===== config.mk =====
export PLATFORM = sky130hd
export DESIGN_NAME = i2c_cmd_latch
export DESIGN_NICKNAME = d
export VERILOG_FILES = /design/src/logic/i2c_pkg.sv /design/src/logic/i2c_cmd_latch.sv
export SDC_FILE = /design/constraint.sdc
export NUM_CORES = 1
export LEC_CHECK = 0
export BUFFER_PORTS_ARGS = -buffer_cell sky130_fd_sc_hd__buf_4
export CORE_ASPECT_RATIO = 1.5
export CORE_UTILIZATION = 35
export DETAILED_ROUTE_END_ITERATION = 6
export GPL_TIMING_DRIVEN = 0
export PLACE_DENSITY_LB_ADDON = 0.08
export REMOVE_ABC_BUFFERS = 1
export SYNTH_ARGS = -nofsm -noshare
export SYNTH_HDL_FRONTEND = slang
export SYNTH_SLANG_ARGS = --single-unit

===== constraint.sdc =====
create_clock -name clk -period 1.69 [get_ports clk]
set_input_delay 0.169 -clock clk [delete_from_list [all_inputs] [get_ports clk]]
set_output_delay 0.169 -clock clk [all_outputs]
set_load 0.005 [all_outputs]

===== src/logic/i2c_pkg.sv =====
package i2c_pkg;

	localparam int byte_w     = 8;	// bits per i2c byte
	localparam int dev_addr_w = 7;	// 7-bit slave address

	// host operations
	typedef enum logic [1:0] {
		op_write        = 2'd0,
		op_read_current = 2'd1,
		op_read_random  = 2'd2
	} i2c_op_t;

	// commands from sequencer to bit engine
	typedef enum logic [1:0] {
		bc_start = 2'd0,	// start or repeated start
		bc_write = 2'd1,	// 8 bits out, sample ack
		bc_read  = 2'd2,	// 8 bits in, send nack
		bc_stop  = 2'd3
	} bit_cmd_t;

	// transaction phases
	typedef enum logic [3:0] {
		s_idle    = 4'd0,
		s_start   = 4'd1,
		s_dev_w   = 4'd2,
		s_word    = 4'd3,
		s_data    = 4'd4,
		s_restart = 4'd5,
		s_dev_r   = 4'd6,
		s_read    = 4'd7,
		s_stop    = 4'd8
	} seq_state_t;

endpackage


===== src/logic/i2c_cmd_latch.sv =====
`timescale 1ns/1ps

module i2c_cmd_latch (
	input  logic                            clk,
	input  logic                            n_rst,
	input  logic                            go,
	input  i2c_pkg::i2c_op_t                op,
	input  logic [i2c_pkg::dev_addr_w-1:0]  dev_addr,
	input  logic [i2c_pkg::byte_w-1:0]      word_addr,
	input  logic [i2c_pkg::byte_w-1:0]      wdata,
	input  logic                            txn_done,
	input  logic                            nack_seen,
	input  logic                            rx_valid,
	input  logic [i2c_pkg::byte_w-1:0]      rx_byte,
	output logic                            txn_start,
	output i2c_pkg::i2c_op_t                op_q,
	output logic [i2c_pkg::dev_addr_w-1:0]  dev_addr_q,
	output logic [i2c_pkg::byte_w-1:0]      word_addr_q,
	output logic [i2c_pkg::byte_w-1:0]      wdata_q,
	output logic                            busy,
	output logic                            done,
	output logic                            ack_error,
	output logic                            data_ready,
	output logic [i2c_pkg::byte_w-1:0]      rdata
);

	logic go_q;	// go level one clock back
	logic accept;
	logic is_read;

	assign accept  = go & ~go_q & ~busy;	// edge while busy is dropped
	assign is_read = (op_q != i2c_pkg::op_write);

	always_ff @(posedge clk or negedge n_rst) begin
		if (!n_rst) begin
			go_q <= 1'b0;
		end else begin
			go_q <= go;
		end
	end

	// status flags
	always_ff @(posedge clk or negedge n_rst) begin
		if (!n_rst) begin
			txn_start  <= 1'b0;
			busy       <= 1'b0;
			done       <= 1'b0;
			ack_error  <= 1'b0;
			data_ready <= 1'b0;
		end else begin
			txn_start <= accept;
			if (accept) begin
				busy       <= 1'b1;
				done       <= 1'b0;
				ack_error  <= 1'b0;
				data_ready <= 1'b0;
			end else begin
				if (nack_seen) begin
					ack_error <= 1'b1;
				end
				if (txn_done) begin
					busy       <= 1'b0;
					done       <= 1'b1;
					data_ready <= is_read & ~ack_error & ~nack_seen;	// only a clean read
				end
			end
		end
	end

	// command fields held for the whole transaction
	always_ff @(posedge clk) begin
		if (accept) begin
			op_q        <= op;
			dev_addr_q  <= dev_addr;
			word_addr_q <= word_addr;
			wdata_q     <= wdata;
		end
		if (rx_valid) begin
			rdata <= rx_byte;
		end
	end

	// sequencer only ends a transaction that was opened
	a_done_in_txn: assert property (@(posedge clk) disable iff (!n_rst)
		txn_done |-> busy)
		else $error("txn_done with no transaction open");

endmodule


==> results by group <==
Outcome
  • Outcome: finished clean

Synthesis
  • Avg Cell Area, Syn: 24.6 um^2
  • Most area-hungry cell type in the Yosys netlist: edfxtp_1
  • Asr flop ratio synth: 0.154
  • EDFF count, synth: 33
  • Share of the synthesized area in the top cell type: 0.821
  • Sequential area share after synthesis: 0.945
  • Top_reg_cell synth: edfxtp_1
  • Leading cell type by number of instances after synthesis: edfxtp_1
  • Mapped Area: 0.00121 mm^2
  • Cells after synthesis: 49
  • Synth cell types: 8
  • Post-synth top cells: 33 x edfxtp_1, 6 x dfrtp_1, 5 x nor2_1
  • Largest cells by area after synthesis: edfxtp_1 82%, dfrtp_1 12%, nor2_1 1.6%, nor3b_4 1.6%, a211oi_2 1.0%
  • Yosys warnings: 0
  • Synth Register Bits: 39

Floorplanning
  • Die Span Y: 73.9 um
  • Core area: 0.00322 mm^2
  • IO Pins: 77
  • Initial Util: 0.375
  • # rows: 25
  • Die Area: 0.00369 mm^2
  • Die W: 50.0 um

Routing
  • DRT iter0 DRCs: 17
  • Drt via density: 4.24
  • Drt pass-1 iters: 2
  • Wire length per cell: 13.0 um
  • # DRC: 0
  • Antenna-violating nets left: 0
  • Routed wire length: 2.27 mm
  • Via count: 742

Critical path
  • CP Data Arrival Time: 1410 ps
  • CP max FO: 15
  • Reg2reg setup slack: 190 ps
  • Worst setup EP type: register
  • Critical Path Max Stage Delay: 660 ps
  • Cell family with most CP delay: simple AND/OR/NAND/NOR gates
  • Worst setup path end: wdata_q[4]
  • Critical Path, Cell by Cell: nor3b_4
  • Required time worst endpoint: 1600 ps
  • Critical Path Stages: 1
  • Reg-to-Reg End: wdata_q[4]
  • Worst setup path startpoint: busy
  • FF-to-FF path depth: 1
  • WP buf/inv: 0
  • Setup crit start kind: register
  • FF-to-FF Start: busy
  • Critical path class: register to register
  • Critical Path Slowest Stage Cell: nor3b_4

Job
  • Max Cap Viol: 0

Place
  • DP Wirelength: 1.72 mm
  • Port bufs: 76
  • Final GP Congestion: 0.690

STA
  • Worst Tran Pin Value: 733 ps
  • Minimum clock period: 1500 ps
  • RSZ-0062 raised after global routing: no
  • Final Skew: 4.45 ps
  • Worst hold slack: 12.0 ps
  • Number of setup violations in the final report: 0
  • Slew Limit Fails: 0
  • Period utilization: 0.886
  • Slew HR: 0.511
  • Maximum clock rate: 668 MHz
  • Final hold vios: 0

Clock tree
  • Clock Path Buffers: 2
  • CTS tree: yes
  • Clock latency at the later pin of the worst-skew pair: 280 ps
  • Max H-tree Level: 2
  • Num CTS Buffers: 5
  • Setup bufs post-CTS: 0
  • Clock input transition at the sequential cells of the worst setup and hold paths: 70 ps
  • Root Driver: clkbuf_8
  • Clk sinks: 39

Global routing
  • Antenna violations before repair: 0
  • First-pass GRT wire length: 3.49 mm
  • All-layer global routing usage: 0.135
  • Largest net degree at the start of global routing: 16
  • Overflow after GRT: 0
  • Number of global-route vias before repair: 770

Power and ir drop
  • Tot Pwr: 1990 uW
  • Maximum vdd drop: 0.684 mV
  • Pwr per Cell Area: 1010 mW/mm^2
  • Leakage power: 0.000838 uW

Cells and area
  • Util after Layout: 0.609
  • Total area of sequential cells: 0.00114 mm^2
  • ANT cells: 0
  • NumNets Final: 173
  • Layout cells sized above 1: 0.644
  • Multi-input logic area: 81.3 um^2
  • # fillers: 240
  • Area Overhead vs Synth: 62.4%

Hold path
  • HP Class: primary input to register
metrics by stage:
step	instance area [um^2]	setup TNS (ps)	setup WS [ps]	cells
2_1_floorplan	1210	0	52.5	49
5_1_grt	1960	0	81.2	175
3_3_place_gp	1830	-4160	-164	165
6_report	1960	0	192	175
3_5_place_dp	1830	-5470	-208	165
4_1_cts	1960	0	152	175
placed cells by master (no fill, tap or decap):
master and n:
a211oi_2 1, a21o_1 1, buf_4 76, dlygate4sd3_1 1, clkinvlp_4 1, inv_1 1
o21ai_1 1, dfrtp_1 6, clkbuf_8 7, edfxtp_1 33, nor2_1 5, nor3b_4 2
power by group:
part / total, uW / internal, uW / switching (uW)
Combinational: 193 / 127 / 66.3
Sequential: 1130 / 1110 / 23.6
Clock: 661 / 370 / 291
worst min-delay path by stage:
| stage | start | end | slack (ps) | cells after the start |
|---|---|---|---|---|
| 3_3_place_gp | n_rst | done | -20 | 1 |
| 3_5_place_dp | n_rst | done | -20 | 1 |
| 5_1_grt | go | go_q | 4 | 1 |
| 4_1_cts | go | go_q | 0.3 | 1 |
| 6_report | go | go_q | 10 | 1 |
| 2_1_floorplan | n_rst | ack_error | -130 | 0 |
state kept, by name (all words and copies together), names as in the netlist:
name         cells
rdata            8
wdata_q          8
word_addr_q      8
dev_addr_q       7
op_q             2
ack_error        1
busy             1
data_ready       1
done             1
go_q             1
txn_start        1
cell families (layout without fill, tap and decap cells):
group           count (synthesis)  count (layout)  synth area share
compound gates                  3               3            0.0207
flops                          39              39             0.945
buf+inv                         1              86           0.00311
simple gates                    6               7            0.0311
final cells by class:
class / instances / share of cell area
Clock buffer: 7 / 0.0491
Clock inverter: 1 / 0.00383
Inverter: 1 / 0.00191
Multi-Input combinational cell: 10 / 0.0415
Sequential cell: 39 / 0.582
Tap cell: 40 / 0.0255
Timing Repair Buffer: 77 / 0.296
metal layers:
metal | vias up | GRT usage | share of wire
li1 | 355 | - | -
met1 | 336 | 0.132 | 0.36
met2 | 49 | 0.248 | 0.55
met3 | 2 | 0.0511 | 0.084
met4 | 0 | 0.0667 | 0.0075
met5 | - | 0 | 0
repair_timing:
item	4_1_cts	5_1_grt
resized for setup	1	0
hold buffers	1	0
endpoints found under the hold margin	6	0
setup endpoints to repair	30	0
Note: power is estimated with default switching activity, not from simulation.
