$ cat config.mk
export PLATFORM = sky130hd
export DESIGN_NAME = i2c_sequencer
export DESIGN_NICKNAME = d
export VERILOG_FILES = /design/src/logic/i2c_pkg.sv /design/src/logic/i2c_sequencer.sv
export SDC_FILE = /design/constraint.sdc
export NUM_CORES = 1
export LEC_CHECK = 0
export ABC_CLOCK_PERIOD_IN_PS = 1600
export BUFFER_PORTS_ARGS = -buffer_cell sky130_fd_sc_hd__buf_2
export CAP_MARGIN = 10
export CORE_MARGIN = 2
export CORE_UTILIZATION = 38
export DETAILED_ROUTE_END_ITERATION = 10
export PLACE_DENSITY_LB_ADDON = 0.3
export SETUP_SLACK_MARGIN = 0.4
export SLEW_MARGIN = 0
export SYNTH_ARGS = -nofsm -noshare
export SYNTH_HDL_FRONTEND = slang
export SYNTH_SLANG_ARGS = --single-unit
$ cat constraint.sdc
create_clock -name clk -period 1.6 [get_ports clk]
set_input_delay 0.16 -clock clk [delete_from_list [all_inputs] [get_ports clk]]
set_output_delay 0.16 -clock clk [all_outputs]
set_load 0.01 [all_outputs]
$ cat src/logic/i2c_pkg.sv
package i2c_pkg;

	localparam int byte_w     = 8;	// bits per i2c byte
	localparam int dev_addr_w = 7;	// 7-bit slave address

	// host operations
	typedef enum logic [1:0] {
		op_write        = 2'd0,
		op_read_current = 2'd1,
		op_read_random  = 2'd2
	} i2c_op_t;

	// commands from sequencer to bit engine
	typedef enum logic [1:0] {
		bc_start = 2'd0,	// start or repeated start
		bc_write = 2'd1,	// 8 bits out, sample ack
		bc_read  = 2'd2,	// 8 bits in, send nack
		bc_stop  = 2'd3
	} bit_cmd_t;

	// transaction phases
	typedef enum logic [3:0] {
		s_idle    = 4'd0,
		s_start   = 4'd1,
		s_dev_w   = 4'd2,
		s_word    = 4'd3,
		s_data    = 4'd4,
		s_restart = 4'd5,
		s_dev_r   = 4'd6,
		s_read    = 4'd7,
		s_stop    = 4'd8
	} seq_state_t;

endpackage

$ cat src/logic/i2c_sequencer.sv
`timescale 1ns/1ps

module i2c_sequencer (
	input  logic                            clk,
	input  logic                            n_rst,
	input  logic                            txn_start,
	input  i2c_pkg::i2c_op_t                op_q,
	input  logic [i2c_pkg::dev_addr_w-1:0]  dev_addr_q,
	input  logic [i2c_pkg::byte_w-1:0]      word_addr_q,
	input  logic [i2c_pkg::byte_w-1:0]      wdata_q,
	input  logic                            bit_done,
	input  logic                            rx_ack,
	input  logic [i2c_pkg::byte_w-1:0]      rx_byte,
	output logic                            bit_req,
	output i2c_pkg::bit_cmd_t               bit_cmd,
	output logic [i2c_pkg::byte_w-1:0]      tx_byte,
	output logic                            txn_done,
	output logic                            nack_seen,
	output logic                            rx_valid
);

	i2c_pkg::seq_state_t state;
	i2c_pkg::seq_state_t state_nxt;
	logic                launch;		// first cycle of a phase
	logic                outstanding;	// a command sits in the bit engine
	logic                wr_phase;

	assign bit_req = launch;

	assign wr_phase = (state == i2c_pkg::s_dev_w) || (state == i2c_pkg::s_word) ||
		(state == i2c_pkg::s_data) || (state == i2c_pkg::s_dev_r);

	assign nack_seen = bit_done & wr_phase & ~rx_ack;
	assign rx_valid  = bit_done & (state == i2c_pkg::s_read);
	assign txn_done  = bit_done & (state == i2c_pkg::s_stop);

	// command and byte for the current phase
	always_comb begin
		tx_byte = {i2c_pkg::byte_w{1'b1}};
		case (state)
			i2c_pkg::s_start,
			i2c_pkg::s_restart: bit_cmd = i2c_pkg::bc_start;
			i2c_pkg::s_dev_w: begin
				bit_cmd = i2c_pkg::bc_write;
				tx_byte = {dev_addr_q, 1'b0};	// write direction
			end
			i2c_pkg::s_word: begin
				bit_cmd = i2c_pkg::bc_write;
				tx_byte = word_addr_q;
			end
			i2c_pkg::s_data: begin
				bit_cmd = i2c_pkg::bc_write;
				tx_byte = wdata_q;
			end
			i2c_pkg::s_dev_r: begin
				bit_cmd = i2c_pkg::bc_write;
				tx_byte = {dev_addr_q, 1'b1};	// read direction
			end
			i2c_pkg::s_read: bit_cmd = i2c_pkg::bc_read;
			default: bit_cmd = i2c_pkg::bc_stop;
		endcase
	end

	// phase order per operation
	always_comb begin
		state_nxt = state;
		case (state)
			i2c_pkg::s_start: begin
				if (op_q == i2c_pkg::op_read_current) begin
					state_nxt = i2c_pkg::s_dev_r;
				end else begin
					state_nxt = i2c_pkg::s_dev_w;
				end
			end
			i2c_pkg::s_dev_w: state_nxt = rx_ack ? i2c_pkg::s_word : i2c_pkg::s_stop;
			i2c_pkg::s_word: begin
				if (!rx_ack) begin
					state_nxt = i2c_pkg::s_stop;
				end else if (op_q == i2c_pkg::op_write) begin
					state_nxt = i2c_pkg::s_data;
				end else begin
					state_nxt = i2c_pkg::s_restart;	// dummy write done
				end
			end
			i2c_pkg::s_data:    state_nxt = i2c_pkg::s_stop;
			i2c_pkg::s_restart: state_nxt = i2c_pkg::s_dev_r;
			i2c_pkg::s_dev_r:   state_nxt = rx_ack ? i2c_pkg::s_read : i2c_pkg::s_stop;
			i2c_pkg::s_read:    state_nxt = i2c_pkg::s_stop;
			default:            state_nxt = i2c_pkg::s_idle;
		endcase
	end

	always_ff @(posedge clk or negedge n_rst) begin
		if (!n_rst) begin
			state       <= i2c_pkg::s_idle;
			launch      <= 1'b0;
			outstanding <= 1'b0;
		end else begin
			launch <= 1'b0;
			if (bit_req) begin
				outstanding <= 1'b1;
			end else if (bit_done) begin
				outstanding <= 1'b0;
			end
			if (state == i2c_pkg::s_idle) begin
				if (txn_start) begin
					state  <= i2c_pkg::s_start;
					launch <= 1'b1;
				end
			end else if (bit_done) begin
				state  <= state_nxt;
				launch <= (state_nxt != i2c_pkg::s_idle);
			end
		end
	end

	// one command in flight at a time
	a_no_overlap: assert property (@(posedge clk) disable iff (!n_rst)
		bit_req |-> !outstanding)
		else $error("bit_req issued before bit_done");

	a_rx_known: assert property (@(posedge clk) disable iff (!n_rst)
		rx_valid |-> !$isunknown(rx_byte))
		else $error("read byte unknown at rx_valid");

endmodule

==> results of run 1 <==
-- synth_stat cells --
| cell type | instances |
|---|---|
| a21boi_0 | 1 |
| a21oi_1 | 17 |
| and3_1 | 1 |
| buf_2 | 4 |
| buf_4 | 2 |
| buf_6 | 2 |
| clkbuf_1 | 1 |
| dfrtp_1 | 5 |
| inv_1 | 8 |
| mux2i_1 | 4 |
| nand2_1 | 13 |
| nand2b_1 | 4 |
| nand3b_1 | 1 |
| nor2_1 | 5 |
| nor2b_1 | 3 |
| nor3_1 | 1 |
| nor3b_1 | 2 |
| nor4_4 | 1 |
| o21ai_0 | 4 |
| o21ai_1 | 1 |
| o21bai_1 | 2 |
| o22ai_1 | 6 |
| o31a_1 | 1 |
| o32a_1 | 1 |
| or2_1 | 1 |
| or3_1 | 1 |
| or3b_1 | 1 |
-- cell families (layout without fill, tap and decap cells) --
| group | count (synthesis) | in the layout | share of synthesized area, % |
|---|---|---|---|
| AND/OR/NAND/NOR | 34 | 34 | 29.65 |
| AO/OA/AOI/OAI | 33 | 33 | 29.84 |
| buffers and inverters | 17 | 69 | 14.43 |
| flip-flops | 5 | 5 | 19.76 |
| multiplexers | 4 | 4 | 6.324 |
-- stage by stage --
stage                     area, um2  hold WS, ns
final                          1046       0.1833
after global routing           1046       0.2344
after CTS                     962.2       0.1811
after detailed placement      877.1     -0.02296
after global placement        877.1     -0.02404
after floorplan               660.6      -0.1356
-- worst paths after layout --
kind	startpoint	endpoint	slack, ns
worst max-delay path	state[1]$_DFFE_PN0P_	tx_byte[0]	0.02
worst min-delay path	txn_start	bit_req$_DFF_PN0_	0.18
worst max register to register	state[0]$_DFFE_PN0P_	state[0]$_DFFE_PN0P_	0.10
worst min register to register	state[3]$_DFFE_PN0P_	state[1]$_DFFE_PN0P_	0.68
max in group asynchronous	n_rst	state[1]$_DFFE_PN0P_	1.20
min in group asynchronous	n_rst	state[0]$_DFFE_PN0P_	0.26
-- what timing repair did --
action / CTS / global route
resized for setup: 10 / 14
hold endpoints to repair: 5 / 0
setup endpoints to repair: 18 / 18
setup buffers: 3 / 3
hold buffers: 1 / 0
pin swaps: 3 / 2
-- where the power goes --
group	switching, mW	internal (mW)	leakage (nW)
Clock	0.0498	0.0942	0.0150
Sequential	0.0777	0.186	0.0603
Combinational	0.719	0.751	0.442
-- layout by cell type, fill, tap and decap left out, types with 2 or more instances in the layout --
cell,netlist,routed
buf_2,4,43
o21ai_1,1,3
dfrtp_1,5,3
nand2b_4,0,2
o22ai_1,6,3
nor2_1,5,5
o21ai_0,4,2
nand2b_1,4,2
dfrtp_2,0,2
a21oi_1,17,11
o22ai_2,0,3
buf_6,2,3
nor2b_4,0,2
o21bai_1,2,2
buf_4,2,9
inv_1,8,8
clkbuf_4,0,3
mux2i_1,4,4
nand2_1,13,12
a21oi_2,0,6
-- worst reg2reg max path, delay by kind of cell, from the launching register on --
family          cells  cell delay, ns
buf+inv             2            0.28
simple gates        1            0.31
compound gates      1            0.10
flops               1            0.40
mux                 1            0.28
-- state kept, by name, summed over array words and instances (netlist names) --
signal	flops
state	4
bit_req	1
-- metal layers --
layer | global-route usage (%) | share of wire, % | routed length, um | vias up
met1 | 24.14 | 41 | 798 | 398
met4 | 4.706 | 0 | 0 | 0
met3 | 6.400 | 6.6 | 129 | 0
met5 | 0 | 0 | 0 | -
met2 | 31.59 | 52 | 1017 | 31
li1 | - | - | - | 433
-- layout make-up --
| class | instances | area [um2] |
|---|---|---|
| Timing Repair Buffer | 57 | 341.6 |
| Fill cell | 137 | 495.5 |
| Sequential cell | 5 | 127.6 |
| Inverter | 8 | 30.03 |
| Multi-Input combinational cell | 71 | 500.5 |
| Tap cell | 16 | 20.02 |
| Clock buffer | 4 | 26.28 |
==> impl_metrics.json, run 1 <==
{
  "cts_tree": "built",
  "critical_path_depth": 6,
  "critPathTopFamily": "buffers and inverters",
  "gp_congestion": 0.7452,
  "grt_pass1_wl_mm": 2.877,
  "drv_slew": 0,
  "num_rows": 14,
  "routed_via_density": 5.354,
  "grt_max_degree": 14,
  "setup_viol": 0,
  "endpoint_kind": "output pin",
  "dieArea_mm2": 0.002008,
  "power_density_mw_per_mm2": 1795,
  "root_buffer": "clkbuf_4",
  "finalPower_mw": 1.878,
  "final_antenna_net_count": 0,
  "status": "finished clean",
  "leakage_nw": 0.5175,
  "fmax_ghz": 0.6345,
  "hold_class": "input port to flop",
  "drt-pass1-iter-count": 4,
  "detail_route.wl_per_cell_um": 12.07,
  "drive_above_1_share_pct": 53.79,
  "yosysSeqAreaShare_pct": 19.76,
  "final_util_pct": 67.86,
  "clk_latency_ns": 0.24,
  "rsz0062_at_grt": "true",
  "synth.area.top_cells": "dfrtp_1 20%, a21oi_1 13%, nand2_1 7.7%, mux2i_1 6.3%, o22ai_1 5.9%",
  "diodes": 0,
  "synth-seq-cells": 5,
  "vias": 862,
  "path_buf_inv": 3,
  "drc": 0,
  "grt_pass1_vias": 718,
  "worstPathCellList": "buf_6 > nand2b_4 > buf_4 > a21oi_1 > o21bai_1 > buf_2",
  "track_usage_pct": 19.15,
  "pre_cts_ws_ns": 0.1140,
  "finalNetCount": 184,
  "synth_cells": 93,
  "skew_ns": 0.001721,
  "dp_hpwl_mm": 1.321,
  "crit_path_start_kind": "flop",
  "fin_ws_ns": 0.02406,
  "core-area_mm2": 0.001541,
  "cts_buffers": 3,
  "fp.dieH_um": 44.82,
  "synth_nets": 131,
  "antenna_found_initial": 0,
  "area_growth_pct": 65.22,
  "yosysUniqueCellTypes": 27,
  "dieWidth_um": 44.82,
  "synth_area_um2": 633.1,
  "setup_tns_ns": 0,
  "crit_type": "flop to output pin",
  "drv_cap": 0,
  "synth_top_cell_by_area": "dfrtp_1",
  "drt_iter0_markers": 8,
  "critPathArrivalTime_ns": 1.42,
  "r2r_cells": 5,
  "ys_warn_count": 0,
  "path_clk_slew_ns": 0.04,
  "clkSinkCount": 5,
  "pin_count": 52,
  "wl_mm": 1.944,
  "vdd_drop_max_v": 0.001181,
  "final-hold-violation-count": 0,
  "tightest_slew_ns": 0.2519,
  "max_slew_margin_pct": 83.08,
  "cpMaxStageDelayCell": "dfrtp_2",
  "dp_cells": 150,
  "whs_path_depth": 3,
  "htreeDepth": 1,
  "start_util_pct": 41.07,
  "cts_buffer_depth": 2,
  "io_buffers": 43,
  "slowest_delay_ns": 0.44,
  "avgSynthCellArea_um2": 6.808,
  "path_max_fanout": 10,
  "grt_overflow_total": 0,
  "synth_top_area_share_pct": 19.76,
  "period_needed_ns": 1.576,
  "layout.cells.non_filler": 161,
  "fin_crit_sh_pct": 98.50,
  "required_ns": 1.44
}
(Power assumes the default switching activity.)
==> run 2, diff against run 1 <==
--- a/config.mk
+++ b/config.mk
@@ -6,5 +6,5 @@
 export NUM_CORES = 1
 export LEC_CHECK = 0
-export ABC_CLOCK_PERIOD_IN_PS = 1600
+export ABC_CLOCK_PERIOD_IN_PS = 1800
 export BUFFER_PORTS_ARGS = -buffer_cell sky130_fd_sc_hd__buf_2
 export CAP_MARGIN = 10
==> constraint.sdc (replaced) <==
create_clock -name clk -period 1.8 [get_ports clk]
set_input_delay 0.18 -clock clk [delete_from_list [all_inputs] [get_ports clk]]
set_output_delay 0.18 -clock clk [all_outputs]
set_load 0.05 [all_outputs]
==> run 2 against run 1 <==
Effect of this change: sequential share of layout area decreased by 2.2 points; wire length rose by 40%; sequential power grew 2%; critical endpoint is now tx_byte[2]; critical path depth decreased by 1; largest cell class unchanged; via count rose by 11%; clock skew is 0.0040 ns higher; first-iteration DRC count grew to 2.5 times the previous value; clock-buffer cell count unchanged.
==> impl_metrics.json, run 2 (synthesized netlist as in run 1, its figures left out) <==
{
  "drv_slew": 0,
  "track_usage_pct": 29.15,
  "required_ns": 1.62,
  "r2r_cells": 5,
  "drt-pass1-iter-count": 4,
  "clk_latency_ns": 0.25,
  "hold_class": "input port to flop",
  "intPower_mw": 1.364,
  "cts_buffers": 3,
  "whs_path_depth": 3,
  "crit_path_start_kind": "flop",
  "final_antenna_net_count": 0,
  "antenna_found_initial": 0,
  "setup_tns_ns": 0,
  "cts_tree": "built",
  "endpoint_kind": "output pin",
  "diodes": 0,
  "dp_cells": 148,
  "layout_commonest_cell": "buf_2",
  "critPathTopFamily": "flip-flops",
  "cpMaxStageDelayCell": "dfrtp_2",
  "vdd_drop_max_v": 0.001265,
  "dieArea_mm2": 0.002008,
  "worstPathCellList": "nor3b_2 > o21ai_0 > o31a_1 > or2_4 > buf_6",
  "crit_type": "flop to output pin",
  "final_cell_mix": "31 x buf_2, 19 x buf_4, 10 x buf_6, 9 x a21oi_1",
  "power_frac_clock_pct": 4.8,
  "tightest_slew_ns": 0.2454,
  "final-hold-violation-count": 0,
  "largest-register": "state",
  "switching_power_mw": 1.490,
  "num_rows": 14,
  "status": "finished clean",
  "switching_share_pct": 52.20,
  "clkSinkCount": 5,
  "path_buf_inv": 1,
  "io_buffers": 43,
  "drc": 0,
  "grt_pass1_vias": 939,
  "pin_count": 52,
  "drt_iter0_markers": 20,
  "htreeDepth": 1,
  "dp_hpwl_mm": 1.423,
  "power_density_mw_per_mm2": 2148,
  "skew_ns": 0.005750,
  "layout.cells.non_filler": 172,
  "period_needed_ns": 1.685,
  "detail_route.wl_per_cell_um": 15.83,
  "path_clk_slew_ns": 0.05,
  "leakage_nw": 0.6346,
  "finalNetCount": 195,
  "setup_viol": 0,
  "grt_overflow_total": 0,
  "wl_mm": 2.723,
  "cts_buffer_depth": 2,
  "rsz0062_at_grt": "true",
  "path_max_fanout": 6,
  "grt_pass1_wl_mm": 4.195,
  "max_slew_margin_pct": 83.52,
  "fp.dieH_um": 44.82,
  "fmax_ghz": 0.5936,
  "critical_path_depth": 5,
  "routed_via_density": 5.541,
  "pwr-share-comb_pct": 85.8,
  "gp_congestion": 0.8526,
  "core-area_mm2": 0.001541,
  "largest_register_ffs": 4,
  "fin_crit_sh_pct": 93.59,
  "root_buffer": "clkbuf_4",
  "slowest_delay_ns": 0.44,
  "drive_above_1_share_pct": 69.23,
  "seqPwrFrac_pct": 9.4,
  "critPathArrivalTime_ns": 1.50,
  "area_growth_pct": 109.9,
  "grt_max_degree": 11,
  "dieWidth_um": 44.82,
  "drv_cap": 0,
  "vias": 953,
  "start_util_pct": 41.07
}
run 2: worst paths after layout:
| check | from | to | slack (ns) |
|---|---|---|---|
| worst max register to register | state[1]$_DFFE_PN0P_ | state[2]$_DFFE_PN0P_ | 0.27 |
| worst min register to register | state[3]$_DFFE_PN0P_ | bit_req$_DFF_PN0_ | 0.61 |
| max in group asynchronous | n_rst | state[2]$_DFFE_PN0P_ | 1.30 |
| worst max-delay path | state[1]$_DFFE_PN0P_ | tx_byte[2] | 0.12 |
| min in group asynchronous | n_rst | bit_req$_DFF_PN0_ | 0.34 |
| worst min-delay path | txn_start | bit_req$_DFF_PN0_ | 0.23 |
run 2: what timing repair did:
item | 4_1_cts | 5_1_grt
buffers inserted | 16 | 3
pin swaps | 10 | 4
endpoints found under the setup margin | 16 | 15
hold endpoints to repair | 5 | 0
hold buffers | 1 | 0
gates resized for setup | 59 | 8
run 2: per-stage QoR:
| stage | total power, mW | utilization, % | hold WS (ns) | area [um2] | setup slack, ns |
|---|---|---|---|---|---|
| after global routing | 2.978 | 86.20 | 0.2338 | 1329 | 0.06876 |
| after global placement | 1.805 | 59.09 | 0.0009543 | 910.9 | 0.1246 |
| after CTS | 2.644 | 82.31 | 0.2089 | 1269 | 0.1571 |
| final | 2.854 | 86.20 | 0.2315 | 1329 | 0.1155 |
| after floorplan | 1.512 | - | -0.1156 | 674.4 | 0.3187 |
| after detailed placement | 1.833 | 59.09 | 0.002752 | 910.9 | 0.1178 |
run 2: routing by layer:
layer	vias up	global-route usage, %	share of wire, %
li1	447	-	-
met1	450	36.14	39
met2	52	48.70	52
met3	4	3.600	6.9
met4	0	16.47	1.9
met5	-	0	0
run 2: cell type report:
class	count	area, um2
multi-input combinational	71	584.3
tap	16	20.02
inverter	8	30.03
fill	84	212.7
sequential	5	132.6
clock buffer	4	26.28
timing repair buffer	68	535.5
run 2: tightest hold or removal path, delay by kind of cell:
family	cells	cell delay, ns
muxes	1	0.07
buffers and inverters	1	0.09
and+or+nand+nor	1	0.10
run 2: power by group through the flow:
| stage | clock, mW | combinational [mW] | sequential [mW] |
|---|---|---|---|
| floorplan | 0 | 1.28 | 0.234 |
| global placement | 0 | 1.52 | 0.288 |
| detailed placement | 0 | 1.54 | 0.289 |
| CTS | 0.137 | 2.25 | 0.259 |
| global route | 0.152 | 2.55 | 0.276 |
| finish | 0.137 | 2.45 | 0.268 |
==> run 3, diff against run 2 <==
ABC_CLOCK_PERIOD_IN_PS = 1400   (was 1800)
CORE_UTILIZATION = 34   (was 38)
clock period = 1.4 ns   (was 1.8 ns; I/O delays follow)
==> run 3 against run 2 <==
Effect of this change: the run now ends with negative setup slack left; global-route usage fell by 0.34 points; clock power rose by 36%; non-clock buffer count rose by 5; combinational power rose by 37%; worst setup slack got worse by 0.46 ns; utilization fell by 2.7 points; register-to-register slack got worse by 0.53 ns; clock skew rose by 0.0045 ns; clock-buffer cell count did not move; via count rose by 2.2%; sequential share of layout area fell by 1.1 points; die area rose by 11%; largest cell class unchanged.
==> impl_metrics.json, run 3 (synthesized netlist as in run 1, its figures left out) <==
{
  "final_antenna_net_count": 0,
  "vdd_drop_max_v": 0.001518,
  "clkSinkCount": 5,
  "layout_commonest_cell": "buf_2",
  "tightest_slew_ns": 0.3133,
  "io_buffers": 43,
  "finalNetCount": 200,
  "r2r_cells": 7,
  "fin_ws_ns": -0.3413,
  "failed_checks": "negative setup slack",
  "grt_overflow_total": 0,
  "critPathArrivalTime_ns": 1.60,
  "start_util_pct": 36.27,
  "required_ns": 1.26,
  "track_usage_pct": 28.82,
  "largest_register_ffs": 4,
  "finalPower_mw": 3.889,
  "antenna_found_initial": 0,
  "diodes": 0,
  "grt_pass1_vias": 974,
  "whs_path_depth": 3,
  "grt_pass1_wl_mm": 4.395,
  "setup_viol": 16,
  "timing.hold.ws_ns": 0.1767,
  "area_growth_pct": 130.2,
  "drv_cap": 0,
  "fmax_ghz": 0.5743,
  "fp.dieH_um": 47.15,
  "dieWidth_um": 47.15,
  "period_needed_ns": 1.741,
  "gp_congestion": 0.8270,
  "dp_hpwl_mm": 1.611,
  "path_max_fanout": 4,
  "routed_via_density": 5.237,
  "power_frac_clock_pct": 4.8,
  "max_slew_margin_pct": 79.02,
  "dieArea_mm2": 0.002223,
  "endpoint_kind": "output pin",
  "cts_buffers": 3,
  "cts_buffer_depth": 2,
  "pre_cts_ws_ns": -0.1176,
  "pin_count": 52,
  "cts_tree": "built",
  "clk_latency_ns": 0.26,
  "crit_type": "flop to output pin",
  "fin_crit_sh_pct": 124.4,
  "drt-pass1-iter-count": 4,
  "drv_slew": 0,
  "leakage_nw": 0.6923,
  "core-area_mm2": 0.001745,
  "pwr-share-comb_pct": 86.4,
  "htreeDepth": 1,
  "final-hold-violation-count": 0,
  "rsz0062_at_grt": "true",
  "path_clk_slew_ns": 0.05,
  "switching_share_pct": 52.68,
  "hold_class": "input port to flop",
  "largest-register": "state",
  "detail_route.wl_per_cell_um": 16.09,
  "drt_iter0_markers": 9,
  "root_buffer": "clkbuf_4",
  "num_rows": 15,
  "grt_max_degree": 11,
  "seqPwrFrac_pct": 8.9,
  "switching_power_mw": 2.048,
  "power_density_mw_per_mm2": 2668,
  "intPower_mw": 1.840,
  "final_cell_mix": "30 x buf_2, 21 x buf_6, 16 x buf_4, 13 x a21oi_1",
  "drive_above_1_share_pct": 70.19,
  "crit_path_start_kind": "flop",
  "skew_ns": 0.01026,
  "drc": 0,
  "status": "complete, but fails checks",
  "wl_mm": 2.993,
  "vias": 974
}
run 3: cell count changes in the layout (fill, tap and decap cells not counted), sizes merged:
cell	before	now
buf	67	72
run 3: timing repair:
item / 4_1_cts / 5_1_grt
pin swaps: 9 / 7
buffers inserted: 9 / 3
resized for setup: 61 / 8
setup endpoints to repair: 18 / 18
hold endpoints to repair: 5 / 0
cloned: 0 / 0
hold buffers: 1 / 0
run 3: critical path: stages, from the launching register on:
cell,delay (ns)
dfrtp_1,0.43
buf_6,0.16
nor3b_2,0.17
o21ai_1,0.07
o31a_1,0.11
or2_4,0.23
buf_6,0.15
run 3: metrics by stage:
stage                     setup TNS (ns)  instance area, um2  util (%)  instances
after floorplan                        0               780.7         -         93
after global placement           -0.6129                1077     61.72        169
after detailed placement         -0.9631                1077     61.72        169
after CTS                         -2.422                1399     80.14        183
after global routing              -4.489                1458     83.51        186
final                             -3.749                1458     83.51        186
run 3: power by group through the flow:
stage	Sequential, mW	Clock, mW	Combinational, mW
floorplan	0.302	0	1.92
global placement	0.311	0	2.40
detailed placement	0.315	0	2.43
CTS	0.337	0.174	3.17
global route	0.358	0.198	3.51
finish	0.345	0.186	3.36
run 3: cell type report:
cell class | instances | area, um2
flip-flops and latches | 5 | 128.9
clock buffers | 4 | 26.28
repair buffers | 73 | 596.8
fillers | 100 | 287.8
well taps | 25 | 31.28
multi-input cells | 71 | 644.4
inverters | 8 | 30.03
run 3: metal layers:
metal	wire (um)	vias to the layer above	global-route usage [%]
li1	-	457	-
met1	1209	469	35.42
met2	1578	35	47.40
met3	105	13	4.615
met4	100	0	16.67
met5	0	-	0
run 3: path summary, 6_finish.rpt:
kind	slack, ns	start	end
min reg2reg	0.64	state[3]$_DFFE_PN0P_	state[3]$_DFFE_PN0P_
min	0.18	txn_start	bit_req$_DFF_PN0_
max	-0.34	state[2]$_DFFE_PN0P_	tx_byte[2]
max in group asynchronous	1.03	n_rst	state[0]$_DFFE_PN0P_
min in group asynchronous	0.22	n_rst	state[2]$_DFFE_PN0P_
max reg2reg	-0.26	state[2]$_DFFE_PN0P_	state[2]$_DFFE_PN0P_
